[src/design/cpu_consts.svh]
`ifndef CPU_CONSTS_SVH
`define CPU_CONSTS_SVH

`define WORD_SIZE 16

`define REG_COUNT 4
`define REG_IDX_W 2

// once HLT reaches writeback the pc and stage registers stop
`define HALT_FREEZE 1'b1

`endif

[src/design/isaPkg.sv]
package isaPkg;

    // instr[15:12]
    typedef enum logic [3:0] {
        opBne   = 4'd0,
        opBeq   = 4'd1,
        opAdi   = 4'd4,
        opLhi   = 4'd6,
        opLwd   = 4'd7,
        opSwd   = 4'd8,
        opJmp   = 4'd9,
        opRtype = 4'd15
    } opcodeE;

    // instr[5:0], r-type only
    typedef enum logic [5:0] {
        funcAdd = 6'd0,
        funcSub = 6'd1,
        funcAnd = 6'd2,
        funcOrr = 6'd3,
        funcWwd = 6'd28,
        funcHlt = 6'd29
    } funcE;

    typedef enum logic [2:0] {
        aluAdd   = 3'd0,
        aluSub   = 3'd1,
        aluAnd   = 3'd2,
        aluOr    = 3'd3,
        aluPassB = 3'd4
    } aluOpE;

    typedef struct packed {
        logic  regWrite;
        logic  memRead;
        logic  memWrite;
        logic  memToReg;
        logic  aluSrcImm;   // operand b from the immediate
        aluOpE aluOp;
        logic  isWwd;
        logic  isHalt;
        logic  valid;       // 0 for bubbles
    } ctrlT;

endpackage

[src/design/pipePkg.sv]
`include "cpu_consts.svh"

package pipePkg;
    import isaPkg::*;

    typedef struct packed {
        logic                  valid;   // cleared on flush
        logic [`WORD_SIZE-1:0] pc;
        logic [`WORD_SIZE-1:0] instr;
    } ifIdT;

    typedef struct packed {
        ctrlT                  ctrl;
        logic [`WORD_SIZE-1:0] pc;
        logic [`WORD_SIZE-1:0] rsVal;
        logic [`WORD_SIZE-1:0] rtVal;
        logic [`WORD_SIZE-1:0] imm;
        logic [`REG_IDX_W-1:0] rsIdx;
        logic [`REG_IDX_W-1:0] rtIdx;
        logic [`REG_IDX_W-1:0] rdIdx;
    } idExT;

    typedef struct packed {
        ctrlT                  ctrl;
        logic [`WORD_SIZE-1:0] aluResult;
        logic [`WORD_SIZE-1:0] storeData;
        logic [`WORD_SIZE-1:0] rsVal;     // forwarded, for WWD
        logic [`REG_IDX_W-1:0] rdIdx;
    } exMemT;

    typedef struct packed {
        ctrlT                  ctrl;
        logic [`WORD_SIZE-1:0] memData;
        logic [`WORD_SIZE-1:0] aluResult;
        logic [`WORD_SIZE-1:0] rsVal;
        logic [`REG_IDX_W-1:0] rdIdx;
    } memWbT;

    typedef enum logic [1:0] {
        fwdRegFile = 2'd0,
        fwdExMem   = 2'd1,
        fwdWb      = 2'd2
    } fwdSelE;

endpackage

[src/design/regFile.sv]
`timescale 1ns/1ps
`include "cpu_consts.svh"

module regFile (
    input  logic                  clk,
    input  logic                  rstN,
    input  logic [`REG_IDX_W-1:0] rsIdx,
    input  logic [`REG_IDX_W-1:0] rtIdx,
    input  logic [`REG_IDX_W-1:0] wrIdx,
    input  logic [`WORD_SIZE-1:0] wrData,
    input  logic                  wrEn,
    output logic [`WORD_SIZE-1:0] rsData,
    output logic [`WORD_SIZE-1:0] rtData
);

    logic [`WORD_SIZE-1:0] regs [`REG_COUNT];

    always_ff @(posedge clk) begin
        if (!rstN) begin
            for (int i = 0; i < `REG_COUNT; i++)
                regs[i] <= '0;
        end else if (wrEn) begin
            regs[wrIdx] <= wrData;
        end
    end

    // write-through so decode sees the value being written back
    assign rsData = (wrEn && wrIdx == rsIdx) ? wrData : regs[rsIdx];
    assign rtData = (wrEn && wrIdx == rtIdx) ? wrData : regs[rtIdx];

endmodule

[src/design/aluUnit.sv]
`timescale 1ns/1ps
`include "cpu_consts.svh"

module aluUnit import isaPkg::*; (
    input  logic [`WORD_SIZE-1:0] opA,
    input  logic [`WORD_SIZE-1:0] opB,
    input  aluOpE                 aluOp,
    output logic [`WORD_SIZE-1:0] result
);

    always_comb begin
        case (aluOp)
            aluAdd: begin
                result = opA + opB;
            end
            aluSub: begin
                result = opA - opB;
            end
            aluAnd: begin
                result = opA & opB;
            end
            aluOr: begin
                result = opA | opB;
            end
            aluPassB: begin
                result = opB;   // lhi, imm already in the high byte
            end
            default: begin
                result = '0;
            end
        endcase
    end

endmodule

[src/design/controlDecoder.sv]
`timescale 1ns/1ps
`include "cpu_consts.svh"

module controlDecoder import isaPkg::*; (
    input  logic [`WORD_SIZE-1:0] instr,
    input  logic [`WORD_SIZE-1:0] pc,
    input  logic [`WORD_SIZE-1:0] rsData,
    input  logic [`WORD_SIZE-1:0] rtData,
    output ctrlT                  ctrl,
    output logic [`WORD_SIZE-1:0] imm,
    output logic [`REG_IDX_W-1:0] rdIdx,
    output logic                  redirect,
    output logic [`WORD_SIZE-1:0] target
);

    opcodeE                opcode;
    funcE                  func;
    logic [`WORD_SIZE-1:0] branchTarget;

    assign opcode = opcodeE'(instr[15:12]);
    assign func   = funcE'(instr[5:0]);

    assign imm = (opcode == opLhi) ? {instr[7:0], {(`WORD_SIZE-8){1'b0}}}
                                   : {{(`WORD_SIZE-8){instr[7]}}, instr[7:0]};

    always_comb begin
        ctrl  = '0;
        rdIdx = '0;
        case (opcode)
            opAdi, opLhi, opLwd: begin
                ctrl.regWrite  = 1'b1;
                ctrl.aluSrcImm = 1'b1;
                ctrl.aluOp     = (opcode == opLhi) ? aluPassB : aluAdd;
                ctrl.memRead   = (opcode == opLwd);
                ctrl.memToReg  = (opcode == opLwd);
                ctrl.valid     = 1'b1;
                rdIdx          = instr[9:8];   // rt is the destination
            end
            opSwd: begin
                ctrl.memWrite  = 1'b1;
                ctrl.aluSrcImm = 1'b1;
                ctrl.valid     = 1'b1;
            end
            opBne, opBeq, opJmp: begin
                ctrl.valid = 1'b1;
            end
            opRtype: begin
                rdIdx      = instr[7:6];
                ctrl.valid = 1'b1;
                case (func)
                    funcAdd: ctrl.aluOp = aluAdd;
                    funcSub: ctrl.aluOp = aluSub;
                    funcAnd: ctrl.aluOp = aluAnd;
                    funcOrr: ctrl.aluOp = aluOr;
                    funcWwd: ctrl.isWwd = 1'b1;
                    funcHlt: ctrl.isHalt = 1'b1;
                    default: ctrl.valid = 1'b0;
                endcase
                ctrl.regWrite = ctrl.valid && !ctrl.isWwd && !ctrl.isHalt;
            end
            default: begin
                ctrl = '0;   // unknown opcode retires nothing
            end
        endcase
    end

    assign branchTarget = pc + `WORD_SIZE'(1) + imm;

    always_comb begin
        target = branchTarget;
        case (opcode)
            opBne: redirect = (rsData != rtData);
            opBeq: redirect = (rsData == rtData);
            opJmp: begin
                redirect = 1'b1;
                target   = {pc[`WORD_SIZE-1:12], instr[11:0]};
            end
            default: redirect = 1'b0;
        endcase
    end

endmodule

[src/design/hazardUnit.sv]
`timescale 1ns/1ps
`include "cpu_consts.svh"

module hazardUnit import isaPkg::*, pipePkg::*; (
    input  logic                  ifIdValid,
    input  opcodeE                opcode,
    input  logic [`REG_IDX_W-1:0] rsIdx,
    input  logic [`REG_IDX_W-1:0] rtIdx,
    input  idExT                  idEx,
    input  exMemT                 exMem,
    input  memWbT                 memWb,
    input  logic                  redirect,
    output logic                  pcHold,
    output logic                  ifIdHold,
    output logic                  idExBubble,
    output logic                  ifIdFlush,
    output fwdSelE                fwdA,
    output fwdSelE                fwdB
);

    logic isBranch;
    logic usesRs;
    logic usesRt;
    logic loadUse;
    logic branchWait;
    logic stall;

    function automatic fwdSelE pickSrc(input logic [`REG_IDX_W-1:0] idx,
                                       input exMemT em, input memWbT mw);
        fwdSelE sel;
        sel = fwdRegFile;
        if (mw.ctrl.valid && mw.ctrl.regWrite && mw.rdIdx == idx)
            sel = fwdWb;
        if (em.ctrl.valid && em.ctrl.regWrite && em.rdIdx == idx)
            sel = fwdExMem;   // newer value wins
        return sel;
    endfunction

    assign isBranch = ifIdValid && (opcode == opBne || opcode == opBeq);
    assign usesRs   = ifIdValid && opcode != opLhi && opcode != opJmp;
    assign usesRt   = isBranch || (ifIdValid && (opcode == opRtype || opcode == opSwd));

    assign loadUse = idEx.ctrl.valid && idEx.ctrl.memRead &&
                     ((usesRs && idEx.rdIdx == rsIdx) || (usesRt && idEx.rdIdx == rtIdx));

    // branches compare in decode, wait until the operand is in writeback
    assign branchWait = isBranch &&
        ((idEx.ctrl.valid && idEx.ctrl.regWrite &&
          (idEx.rdIdx == rsIdx || idEx.rdIdx == rtIdx)) ||
         (exMem.ctrl.valid && exMem.ctrl.regWrite &&
          (exMem.rdIdx == rsIdx || exMem.rdIdx == rtIdx)));

    assign stall      = loadUse || branchWait;
    assign pcHold     = stall;
    assign ifIdHold   = stall;
    assign idExBubble = stall;
    assign ifIdFlush  = redirect && !stall;

    assign fwdA = pickSrc(idEx.rsIdx, exMem, memWb);
    assign fwdB = pickSrc(idEx.rtIdx, exMem, memWb);

endmodule

[src/design/pipeStage.sv]
`timescale 1ns/1ps

module pipeStage #(
    parameter type payloadT = logic
) (
    input  logic    clk,
    input  logic    rstN,
    input  logic    hold,
    input  logic    bubble,
    input  payloadT d,
    output payloadT q
);

    always_ff @(posedge clk) begin
        if (!rstN) begin
            q <= '0;
        end else if (hold) begin
            q <= q;
        end else if (bubble) begin
            q <= '0;   // valid bit drops with the rest
        end else begin
            q <= d;
        end
    end

endmodule

[src/design/cpuCore.sv]
`timescale 1ns/1ps
`include "cpu_consts.svh"

module cpuCore import isaPkg::*, pipePkg::*; (
    input  logic                  clk,
    input  logic                  rstN,
    input  logic [`WORD_SIZE-1:0] data1,
    input  logic [`WORD_SIZE-1:0] readData2,
    output logic                  readM1,
    output logic [`WORD_SIZE-1:0] address1,
    output logic                  readM2,
    output logic                  writeM2,
    output logic [`WORD_SIZE-1:0] address2,
    output logic [`WORD_SIZE-1:0] writeData2,
    output logic [`WORD_SIZE-1:0] numInst,
    output logic [`WORD_SIZE-1:0] outputPort,
    output logic                  outputValid,
    output logic                  isHalted
);

    logic [`WORD_SIZE-1:0] pc;
    ifIdT                  ifIdD;
    ifIdT                  ifIdQ;
    idExT                  idExD;
    idExT                  idExQ;
    exMemT                 exMemD;
    exMemT                 exMemQ;
    memWbT                 memWbD;
    memWbT                 memWbQ;

    ctrlT                  decCtrl;
    logic [`WORD_SIZE-1:0] decImm;
    logic [`REG_IDX_W-1:0] decRd;
    logic                  redirect;
    logic                  redirectV;
    logic [`WORD_SIZE-1:0] target;
    logic [`WORD_SIZE-1:0] rsData;
    logic [`WORD_SIZE-1:0] rtData;

    logic                  pcHold;
    logic                  ifIdHold;
    logic                  idExBubble;
    logic                  ifIdFlush;
    fwdSelE                fwdA;
    fwdSelE                fwdB;

    logic [`WORD_SIZE-1:0] opA;
    logic [`WORD_SIZE-1:0] rtFwd;
    logic [`WORD_SIZE-1:0] opB;
    logic [`WORD_SIZE-1:0] aluResult;
    logic [`WORD_SIZE-1:0] wbData;
    logic                  wbEn;
    logic                  haltInWb;
    logic                  freeze;

    assign haltInWb = memWbQ.ctrl.valid && memWbQ.ctrl.isHalt;
    assign freeze   = `HALT_FREEZE && (isHalted || haltInWb);

    // fetch
    always_ff @(posedge clk) begin
        if (!rstN) begin
            pc <= '0;
        end else if (!(pcHold || freeze)) begin
            pc <= redirectV ? target : pc + `WORD_SIZE'(1);
        end
    end

    assign readM1   = !isHalted;
    assign address1 = pc;
    assign ifIdD    = '{valid: readM1, pc: pc, instr: data1};

    pipeStage #(.payloadT(ifIdT)) ifIdReg (
        .clk(clk), .rstN(rstN), .hold(ifIdHold || freeze), .bubble(ifIdFlush),
        .d(ifIdD), .q(ifIdQ)
    );

    // decode
    regFile regs (
        .clk(clk), .rstN(rstN),
        .rsIdx(ifIdQ.instr[11:10]), .rtIdx(ifIdQ.instr[9:8]),
        .wrIdx(memWbQ.rdIdx), .wrData(wbData), .wrEn(wbEn),
        .rsData(rsData), .rtData(rtData)
    );

    controlDecoder decoder (
        .instr(ifIdQ.instr), .pc(ifIdQ.pc), .rsData(rsData), .rtData(rtData),
        .ctrl(decCtrl), .imm(decImm), .rdIdx(decRd), .redirect(redirect), .target(target)
    );

    assign redirectV = redirect && ifIdQ.valid;   // flushed slot never redirects

    hazardUnit hazards (
        .ifIdValid(ifIdQ.valid), .opcode(opcodeE'(ifIdQ.instr[15:12])),
        .rsIdx(ifIdQ.instr[11:10]), .rtIdx(ifIdQ.instr[9:8]),
        .idEx(idExQ), .exMem(exMemQ), .memWb(memWbQ), .redirect(redirectV),
        .pcHold(pcHold), .ifIdHold(ifIdHold), .idExBubble(idExBubble),
        .ifIdFlush(ifIdFlush), .fwdA(fwdA), .fwdB(fwdB)
    );

    assign idExD = '{ctrl: ifIdQ.valid ? decCtrl : ctrlT'('0), pc: ifIdQ.pc,
                     rsVal: rsData, rtVal: rtData, imm: decImm,
                     rsIdx: ifIdQ.instr[11:10], rtIdx: ifIdQ.instr[9:8], rdIdx: decRd};

    pipeStage #(.payloadT(idExT)) idExReg (
        .clk(clk), .rstN(rstN), .hold(freeze), .bubble(idExBubble),
        .d(idExD), .q(idExQ)
    );

    // execute
    always_comb begin
        case (fwdA)
            fwdExMem: opA = exMemQ.aluResult;
            fwdWb:    opA = wbData;
            default:  opA = idExQ.rsVal;
        endcase
        case (fwdB)
            fwdExMem: rtFwd = exMemQ.aluResult;
            fwdWb:    rtFwd = wbData;
            default:  rtFwd = idExQ.rtVal;
        endcase
    end

    assign opB = idExQ.ctrl.aluSrcImm ? idExQ.imm : rtFwd;

    aluUnit alu (.opA(opA), .opB(opB), .aluOp(idExQ.ctrl.aluOp), .result(aluResult));

    assign exMemD = '{ctrl: idExQ.ctrl, aluResult: aluResult, storeData: rtFwd,
                      rsVal: opA, rdIdx: idExQ.rdIdx};

    pipeStage #(.payloadT(exMemT)) exMemReg (
        .clk(clk), .rstN(rstN), .hold(freeze), .bubble(1'b0),
        .d(exMemD), .q(exMemQ)
    );

    // memory, nothing past HLT touches the data port
    assign readM2     = exMemQ.ctrl.memRead && !freeze;
    assign writeM2    = exMemQ.ctrl.memWrite && !freeze;
    assign address2   = exMemQ.aluResult;
    assign writeData2 = exMemQ.storeData;

    assign memWbD = '{ctrl: exMemQ.ctrl, memData: readData2, aluResult: exMemQ.aluResult,
                      rsVal: exMemQ.rsVal, rdIdx: exMemQ.rdIdx};

    pipeStage #(.payloadT(memWbT)) memWbReg (
        .clk(clk), .rstN(rstN), .hold(freeze), .bubble(1'b0),
        .d(memWbD), .q(memWbQ)
    );

    // writeback
    assign wbData      = memWbQ.ctrl.memToReg ? memWbQ.memData : memWbQ.aluResult;
    assign wbEn        = memWbQ.ctrl.valid && memWbQ.ctrl.regWrite;
    assign outputPort  = memWbQ.rsVal;
    assign outputValid = memWbQ.ctrl.valid && memWbQ.ctrl.isWwd && !isHalted;

    always_ff @(posedge clk) begin
        if (!rstN) begin
            numInst  <= '0;
            isHalted <= 1'b0;
        end else begin
            if (memWbQ.ctrl.valid && !isHalted)
                numInst <= numInst + `WORD_SIZE'(1);   // HLT itself counts
            if (haltInWb)
                isHalted <= 1'b1;
        end
    end

endmodule

[config.mk]
export PLATFORM = sky130hd
export DESIGN_NAME = cpuCore
export DESIGN_NICKNAME = d
export VERILOG_FILES = /design/src/design/isaPkg.sv /design/src/design/pipePkg.sv /design/src/design/regFile.sv /design/src/design/aluUnit.sv /design/src/design/controlDecoder.sv /design/src/design/hazardUnit.sv /design/src/design/pipeStage.sv /design/src/design/cpuCore.sv
export VERILOG_INCLUDE_DIRS = /design/src /design/src/design
export SDC_FILE = /design/constraint.sdc
export NUM_CORES = 1
export LEC_CHECK = 0
export BUFFER_PORTS_ARGS = -buffer_cell sky130_fd_sc_hd__buf_2
export CORE_ASPECT_RATIO = 1.4
export CORE_MARGIN = 8
export CORE_UTILIZATION = 41
export CTS_CLUSTER_DIAMETER = 50
export DETAILED_ROUTE_END_ITERATION = 6
export GPL_TIMING_DRIVEN = 0
export PLACE_DENSITY = 0.62
export SYNTH_ARGS = -nofsm -noshare
export SYNTH_HDL_FRONTEND = slang
export SYNTH_SLANG_ARGS = --single-unit
[constraint.sdc]
create_clock -name clk -period 4.3 [get_ports clk]
set_input_delay 0.43 -clock clk [delete_from_list [all_inputs] [get_ports clk]]
set_output_delay 0.43 -clock clk [all_outputs]
set_load 0.01 [all_outputs]
==> flow_summary.toml <==
[hold_path]
hold_end = "memWbReg.q[49]"
whs_path_depth = 3
min_from = "readData2[15]"
min_path_type = "input pin to flop"

[finish]
synthToLayoutAreaGrowth_pct = 20.6
drive_gt1_frac = 0.203
postLayoutCellArea_sq_mm = 0.0211
final_nets = 2347
antenna_cells = 0

[setup_path]
critPathLaunchType = "flop"
path_buf_inv = 1
worstPathRequired_ns = 4.71
crit_fanout = 10
cp-end-kind = "flop"
cp_cell_sequence = "buf_12, mux2i_4, and4_4, o31ai_4, mux2i_4, and4_1, nand2_1, nand2b_2, o21ai_1, xnor2_1, ha_1, a21o_1, a21oi_1, nor2b_1, or4_4, a21o_1, a31oi_1, o21ai_0"
cp.arrival_ns = 4.63
worstReg2RegEnd = "exMemReg.q[47]"
crit_type = "flop to flop"
rr_worst_depth = 18
r2r-start = "memWbReg.q[57]"
reg2reg_slack_ns = 0.08
cpLargestDelayFamily = "simple AND/OR/NAND/NOR gates"
cpMaxStageDelayCell = "or4_4"
slowest_delay_ns = 0.51

[outcome]
outcome = "finished, final reports clean"

[floorplanning]
die_height_um = 260
dieArea_sq_mm = 0.0496
fp.coreArea_sq_mm = 0.0421
ios = 119
die_x_um = 191
row_count = 89
initial_core_util = 0.416

[routing]
drtPass1Iterations = 7
drt_wl_total_um = 64300
drt_iter0_drc = 1219
vias = 16761
drc = 0
ant_nets = 0
vias_per_cell = 5.89
post_drt_wl_per_cell_um = 22.6

[yosys]
ys_seq_area_frac = 0.390
ys_dominant_reg_cell = "dfxtp_1"
post_synth.cell_area_avg_sq_um = 8.47
synth_area_leaders = "dfxtp_1 (28%), edfxtp_1 (11%), nand2_1 (6.7%)"
yosysUniqueCellTypes = 77
ys_top_cells_by_count = "nand2_1 (314), dfxtp_1 (245), nor2_1 (229), a21oi_1 (160), o21ai_0 (110)"
syn_inst = 2066
synth_seq_cells = 309
ys_async_sr_fraction = 0
yosys.area.top_type_share = 0.280
yosysMostFrequentCell = "nand2_1"
synth_area_leader_cell = "dfxtp_1"
synth_edf_count = 64
syn_area_sq_mm = 0.0175
ys_warn_count = 0
syn_nets = 2139

[clock_tree]
clk_latency_ns = 0.54
h-tree-depth = 2
cts_buffers = 35
cts.sinks = 309
cts_root_buffer = "clkbuf_16"
cts_tree = "yes"
clockBufferDepth = 3
path_clk_slew_ns = 0.06
cts_hold_repair.buffers = 0

[sta]
min_period_ns = 4.22
post-route-period-util = 0.982
maxSlewHeadroom = 0.0593
hold_violations = 0
drv_slew = 0
fmax_mhz = 237
finalSetupViolations = 0
tightestPinTransition_ns = 1.37
setup_slack_ns = 0.0759
clock-skew-final_ns = 0.0117

[grt]
grtUsageTotal = 0.251
grt_pass1_vias = 16203
grt_pass1_wl_um = 96500
gr-total-overflow = 0
grt_max_degree = 17
antenna_found_initial = 0

[pwr]
p_leak_nw = 8.28
vdd_drop_max_uv = 262
cellPowerDensity_mw_per_mm2 = 389
p_total_w = 0.00820

[place]
dp_slack_ns = -1.18
gp_congestion = 0.971
post_dp_cell_area_sq_mm = 0.0188
port_buffers = 118
hpwlAfterDp_um = 48300

[run]
maxCapViolCount = 0
==> cell type report <==
cell class,instances,area (sq um)
multi-input cells,1516,10000
clock buffers,50,1020
clock inverters,11,173
fillers,3969,21000
well taps,546,683
flip-flops and latches,309,6840
plain buffers,207,1230
repair buffers,174,1030
inverters,31,116
==> power breakdown <==
part	internal (W)	total, W	switching, W
logic	0.000726	0.00164	0.000918
clock network	0.00191	0.00317	0.00126
registers	0.00313	0.00339	0.000255
==> worst register-to-register path: stages, from the launching register on <==
cell and delay (ns):
dfxtp_2 0.39, buf_12 0.20, mux2i_4 0.36, and4_4 0.27, o31ai_4 0.10, mux2i_4 0.26
and4_1 0.23, nand2_1 0.06, nand2b_2 0.23, o21ai_1 0.17, xnor2_1 0.18, ha_1 0.29
a21o_1 0.19, a21oi_1 0.14, nor2b_1 0.08, or4_4 0.51, a21o_1 0.19, a31oi_1 0.17
o21ai_0 0.09
==> timing repair <==
item | 4_1_cts | 5_1_grt
buffers inserted | 21 | 34
gates resized for setup | 100 | 75
setup endpoints to repair | 19 | 12
cloned | 0 | 0
pin swaps | 10 | 31
==> flip-flops by register name, summed over array words and instances (netlist names), named ones only <==
register    cells
memWbReg.q     55
exMemReg.q     56
address1       16
isHalted        1
idExReg.q      64
ifIdReg.q      33
numInst        16
regs.regs      64
==> worst max path at each step <==
stage	start	end	slack [ns]	cells after the start
3_5_place_dp	memWbReg.q[57]	exMemReg.q[49]	-1.18	20
3_3_place_gp	memWbReg.q[57]	exMemReg.q[49]	-1.22	20
2_1_floorplan	memWbReg.q[1]	exMemReg.q[49]	0.04	19
4_1_cts	memWbReg.q[50]	exMemReg.q[42]	0.01	20
5_1_grt	memWbReg.q[0]	exMemReg.q[47]	-0.07	19
6_report	memWbReg.q[57]	exMemReg.q[47]	0.08	18
==> routing by layer <==
layer | vias to the layer above | routed length, um | global-route usage
met5 | - | 0 | 0
met4 | 0 | 5180 | 0.178
met2 | 706 | 31300 | 0.435
met1 | 7978 | 24300 | 0.282
li1 | 7844 | - | -
met3 | 233 | 3510 | 0.0310
==> logic make-up after synthesis <==
family / Yosys count / synth area share
compound gates: 518 / 0.192
buf+inv: 241 / 0.0689
fa+ha+maj: 53 / 0.0368
mux: 70 / 0.0645
simple gates: 791 / 0.205
flops: 309 / 0.390
xor+xnor: 84 / 0.0420
==> cells in the final DEF (no fill, tap or decap), drive strengths merged, types with 25 or more instances in the layout <==
master    n
a21oi   161
a22o     33
a31oi    31
buf     285
clkbuf  146
dfxtp   245
edfxtp   64
ha       37
inv      33
mux2i    31
mux4     32
nand2   315
nand3    25
nand4    54
nor2    229
nor3     53
o21ai   114
xnor2    39
xor2     45
==> through the flow <==
stage / TNS, ns / std cells / hold slack [ns] / utilization
floorplan: 0 / 2066 / 0.420 / -
global placement: -10.67 / 2730 / 0.435 / 0.446
detailed placement: -10.71 / 2731 / 0.445 / 0.446
CTS: 0 / 2812 / 0.122 / 0.488
global route: -0.237 / 2844 / 0.135 / 0.501
finish: 0 / 2844 / 0.136 / 0.501
Power figures use the tool's default switching activity.
